$ cat src/include/tetris_config.svh
`ifndef TETRIS_CONFIG_SVH
`define TETRIS_CONFIG_SVH

//////////////////////////////
// board geometry
//////////////////////////////

// playfield height, row 0 is the top
`define TETRIS_ROWS 20
// playfield width
`define TETRIS_COLS 10

// top left corner of the 4x4 piece box at spawn
`define TETRIS_SPAWN_ROW 0
`define TETRIS_SPAWN_COL 3

// shapes in the cyclic sequence
`define TETRIS_PIECES 7

//////////////////////////////
// move codes
//////////////////////////////

// shift one column right
`define TETRIS_MV_RIGHT 3'd0
// shift one column left
`define TETRIS_MV_LEFT 3'd1
// rotate clockwise
`define TETRIS_MV_ROR 3'd2
// rotate counter clockwise
`define TETRIS_MV_ROL 3'd3
// drop one row, locks when blocked
`define TETRIS_MV_DOWN 3'd4

`endif
$ cat src/logic/tetris_pkg.sv
`include "tetris_config.svh"

package tetris_pkg;

  //////////////////////////////
  // scalar types
  //////////////////////////////

  // row index, 0 at the top
  typedef logic [4:0] row_t;
  // column index, wraps mod 16 so one step past the left wall stays out of range
  typedef logic [3:0] col_t;
  // cell colour, zero is empty
  typedef logic [2:0] color_t;
  // shape index 0 to 6
  typedef logic [2:0] piece_id_t;
  // orientation, 1 is one clockwise step from spawn
  typedef logic [1:0] rot_t;
  // one of the TETRIS_MV_* codes
  typedef logic [2:0] move_code_t;

  // whole playfield, indexed [row][col]
  typedef color_t [`TETRIS_ROWS-1:0][`TETRIS_COLS-1:0] board_t;

  //////////////////////////////
  // grouped signals
  //////////////////////////////

  // active piece, shape plus box corner
  typedef struct packed {
    piece_id_t id;
    rot_t      rot;
    row_t      row;
    col_t      col;
  } piece_pos_s;

  // absolute board cells covered by a piece
  typedef struct packed {
    row_t [3:0] row;
    col_t [3:0] col;
  } cell_set_s;

  // controller states
  typedef enum logic [2:0] {
    IDLE,
    SPAWN,
    READY,
    RESOLVE,
    LOCK,
    CLEAR,
    GAME_OVER
  } fsm_state_e;

endpackage

$ cat src/logic/piece_spawner.sv
`include "tetris_config.svh"

module piece_spawner (
  input  logic                   clk,
  input  logic                   rst,
  input  logic                   spawn_req,
  output tetris_pkg::piece_pos_s spawn_pos,
  output tetris_pkg::color_t     spawn_color
);

  //////////////////////////////
  // piece sequence
  //////////////////////////////

  // index of the piece handed out on the next spawn
  tetris_pkg::piece_id_t piece_idx;
  // last entry of the cycle
  logic                  idx_last;

  assign idx_last = (piece_idx == tetris_pkg::piece_id_t'(`TETRIS_PIECES - 1));

  // step only after the controller has taken the current piece
  always_ff @(posedge clk or posedge rst) begin
    if (rst) begin
      piece_idx <= '0;
    end else if (spawn_req) begin
      // wrap back to shape 0 after the last one
      if (idx_last) begin
        piece_idx <= '0;
      end else begin
        piece_idx <= piece_idx + tetris_pkg::piece_id_t'(1);
      end
    end
  end

  //////////////////////////////
  // spawn position
  //////////////////////////////

  // always spawn in orientation 0 at the configured corner
  always_comb begin
    spawn_pos.id  = piece_idx;
    spawn_pos.rot = '0;
    spawn_pos.row = tetris_pkg::row_t'(`TETRIS_SPAWN_ROW);
    spawn_pos.col = tetris_pkg::col_t'(`TETRIS_SPAWN_COL);
  end

  // colour k+1 for shape k, keeps zero free for empty cells
  assign spawn_color = tetris_pkg::color_t'(piece_idx) + tetris_pkg::color_t'(1);

endmodule

$ cat config.mk
export PLATFORM = sky130hd
export DESIGN_NAME = piece_spawner
export DESIGN_NICKNAME = d
export VERILOG_FILES = /design/src/logic/tetris_pkg.sv /design/src/logic/piece_spawner.sv
export VERILOG_INCLUDE_DIRS = /design/src /design/src/include
export SDC_FILE = /design/constraint.sdc
export NUM_CORES = 1
export LEC_CHECK = 0
export BUFFER_PORTS_ARGS = -buffer_cell sky130_fd_sc_hd__clkbuf_2
export CORE_AREA = 5 5 42 44
export DETAILED_ROUTE_END_ITERATION = 10
export DIE_AREA = 0 0 47 49
export PLACE_DENSITY = 0.53
export SLEW_MARGIN = 40
export SYNTH_ARGS = -nofsm -noshare
export SYNTH_HDL_FRONTEND = slang
export SYNTH_SLANG_ARGS = --single-unit
$ cat constraint.sdc
create_clock -name clk -period 1.51 [get_ports clk]
set_input_delay 0.151 -clock clk [delete_from_list [all_inputs] [get_ports clk]]
set_output_delay 0.151 -clock clk [all_outputs]
set_load 0.02 [all_outputs]
==> out/results.txt <==
Syn-to-layout area delta - 16.4%
critical path peak fanout - 6
register area share after synthesis - 0.252
global-route wire length before repair - 738 µm
type of origin of the critical path - register
root buf cell - clkbuf_4
final hold vios - 0
Initial Utilization - 0.213
Critical Setup Path Class - register to primary output
fin. max-slew vios - 0
Post-Route WL - 538 µm
largest net degree at the start of global routing - 7
WP data arrival - 1.23 ns
post-synth top area share - 0.277
Synth area leader - buf_4
dpl hpwl - 447 µm
ys flop type - dfrtp_1
crit-path leading delay family - flip-flops
setup violators final - 0
drt drc - 0
Static Leak - 0.199 nW
total number of vias - 209
worst-skew pair later-pin latency - 0.23 ns
layout cells sized above 1 - 0.304
Top reg by flops - piece_idx
Layout fillers - 165
f_max - 726 MHz
Antenna Nets Post-Route - 0
die width - 47 µm
Largest register FFs - 3
biggest regs - piece_idx x3
status - completed
drt first pass iters - 2
worst-path cell chain - ha_1, xor2_1, clkbuf_2
chip height - 49 µm
setup_tns - 0 ns
CTS tree - done
Post-Place Cells - 57
core area - 1400 µm²
max incr delay on CP - 0.44 ns
non-filler instance count after layout - 62
CP Capture Type - primary output
Num CTS Buffers - 3
Worst-path clk slew - 0.04 ns
P per Cell Area - 1930 nW/µm²
cell with the most instances after synthesis - buf_4
CP max-delay cell - dfrtp_2
Site Rows - 14
initial DRC count - 1
maximum vdd drop - 0.530 mV
Clock Sinks - 3
Post-synth EDFFs - 0
Hold Path Class - input port to register
Longest Clk Path Bufs - 2
wire length per cell - 8.68 µm
vias in the first global route - 199
Max Cap Violations - 0
yosys warns - 0
register-to-register setup slack - 0.38 ns
post-CTS setup buffers - 0
syn avg cell area - 8.51 µm²
total track usage - 0.0499
H-tree depth - 1
final period utilization - 0.912
io pins - 20
pre-CTS setup slack - 0.311 ns
Layout Nets - 53
ys async rst share - 1.00
DIE AREA - 2300 µm²
GP Congestion - 0.683
PortBufs - 8
vias per std cell - 3.37
worst hold slack - 0.189 ns
worst path bufs/invs - 1
minimum clock period - 1.38 ns
Post-Route Skew - 0.00483 ns
WP data required - 1.36 ns
number of synthesized register bits - 3
top cells by area, synth - buf_4 28%, dfrtp_1 25%, ha_1 13%
synthesized instance count - 35
global route total overflow - 0
Syn Std Cell Area - 298 µm²
RSZ-0062 raised after global routing - false
PnR worst setup slack - 0.132 ns
final core occ - 0.247
commonest cells in the netlist - 11 x buf_4, 4 x inv_1, 3 x dfrtp_1, 3 x ha_1, 3 x nand2b_1
antenna cell count - 0
synth unique cells - 14
initial antenna violation count - 0
[per-stage QoR]
step                      instance area, µm²  total power, mW
after floorplan                          332            0.434
after global placement                   309            0.523
after detailed placement                 309            0.533
after CTS                                345            0.686
after global routing                     347            0.728
final                                    347            0.669
[cells by family (layout without fill, tap and decap cells)]
family                     after synthesis  count (layout)  synth area share
adders and majority gates                3               3             0.126
other                                    2              11            0.0252
and+or+nand+nor                          7               7             0.155
xor gates and xnor gates                 1               1            0.0294
buffers and inverters                   15              17             0.328
DFF                                      3               3             0.252
AOI/OAI and AO/OA                        4               4            0.0841
[report_power, final]
group | total (mW) | leakage [nW] | internal, mW | switching [mW]
combinational | 0.361 | 0.148 | 0.133 | 0.228
clock | 0.141 | 0.0150 | 0.0991 | 0.0423
sequential | 0.166 | 0.0354 | 0.114 | 0.0519
[layout make-up]
| class | instances | area, µm² | share of cell area |
|---|---|---|---|
| multi-input combinational | 26 | 159 | 0.458 |
| clock buffer | 4 | 26.3 | 0.0758 |
| timing repair buffer | 9 | 50.0 | 0.144 |
| sequential | 3 | 76.3 | 0.220 |
| tap | 16 | 20.0 | 0.0578 |
| inverter | 4 | 15.0 | 0.0433 |
[cell usage in the layout (no fill, tap or decap)]
master and count:
dfrtp_2 1, nor2b_2 1, clkbuf_4 3, a22o_1 1, nand2b_1 3, conb_1 11, dlygate4sd3_1 1, nand2b_2 1
nor2_1 1, dfrtp_1 2, clkbuf_1 1, o21ai_1 2, xor2_1 1, clkbuf_2 8, a31oi_1 1, inv_1 4
and2_1 1, ha_1 3
[worst paths after layout]
path | startpoint | to | cells past startpoint
min in group asynchronous | rst | piece_idx[2] | 3
max in group asynchronous | rst | piece_idx[0] | 3
hold / removal | spawn_req | piece_idx[1] | 2
setup / recovery | piece_idx[0] | spawn_color[2] | 3
setup reg to reg | piece_idx[0] | piece_idx[1] | 4
hold reg to reg | piece_idx[0] | piece_idx[0] | 2
[repair_timing]
action,4_1_cts,5_1_grt
hold buffers,1,0
resized for setup,0,1
endpoints found under the hold margin,3,0
endpoints found under the setup margin,0,1
[per-layer routing]
layer,up-vias,global-route usage,wire (µm)
met5,-,0,0
met4,0,0.0691,0
met3,0,0.0185,103
met2,14,0.0724,258
met1,90,0.0415,176
li1,105,-,-
(Power assumes the default switching activity.)
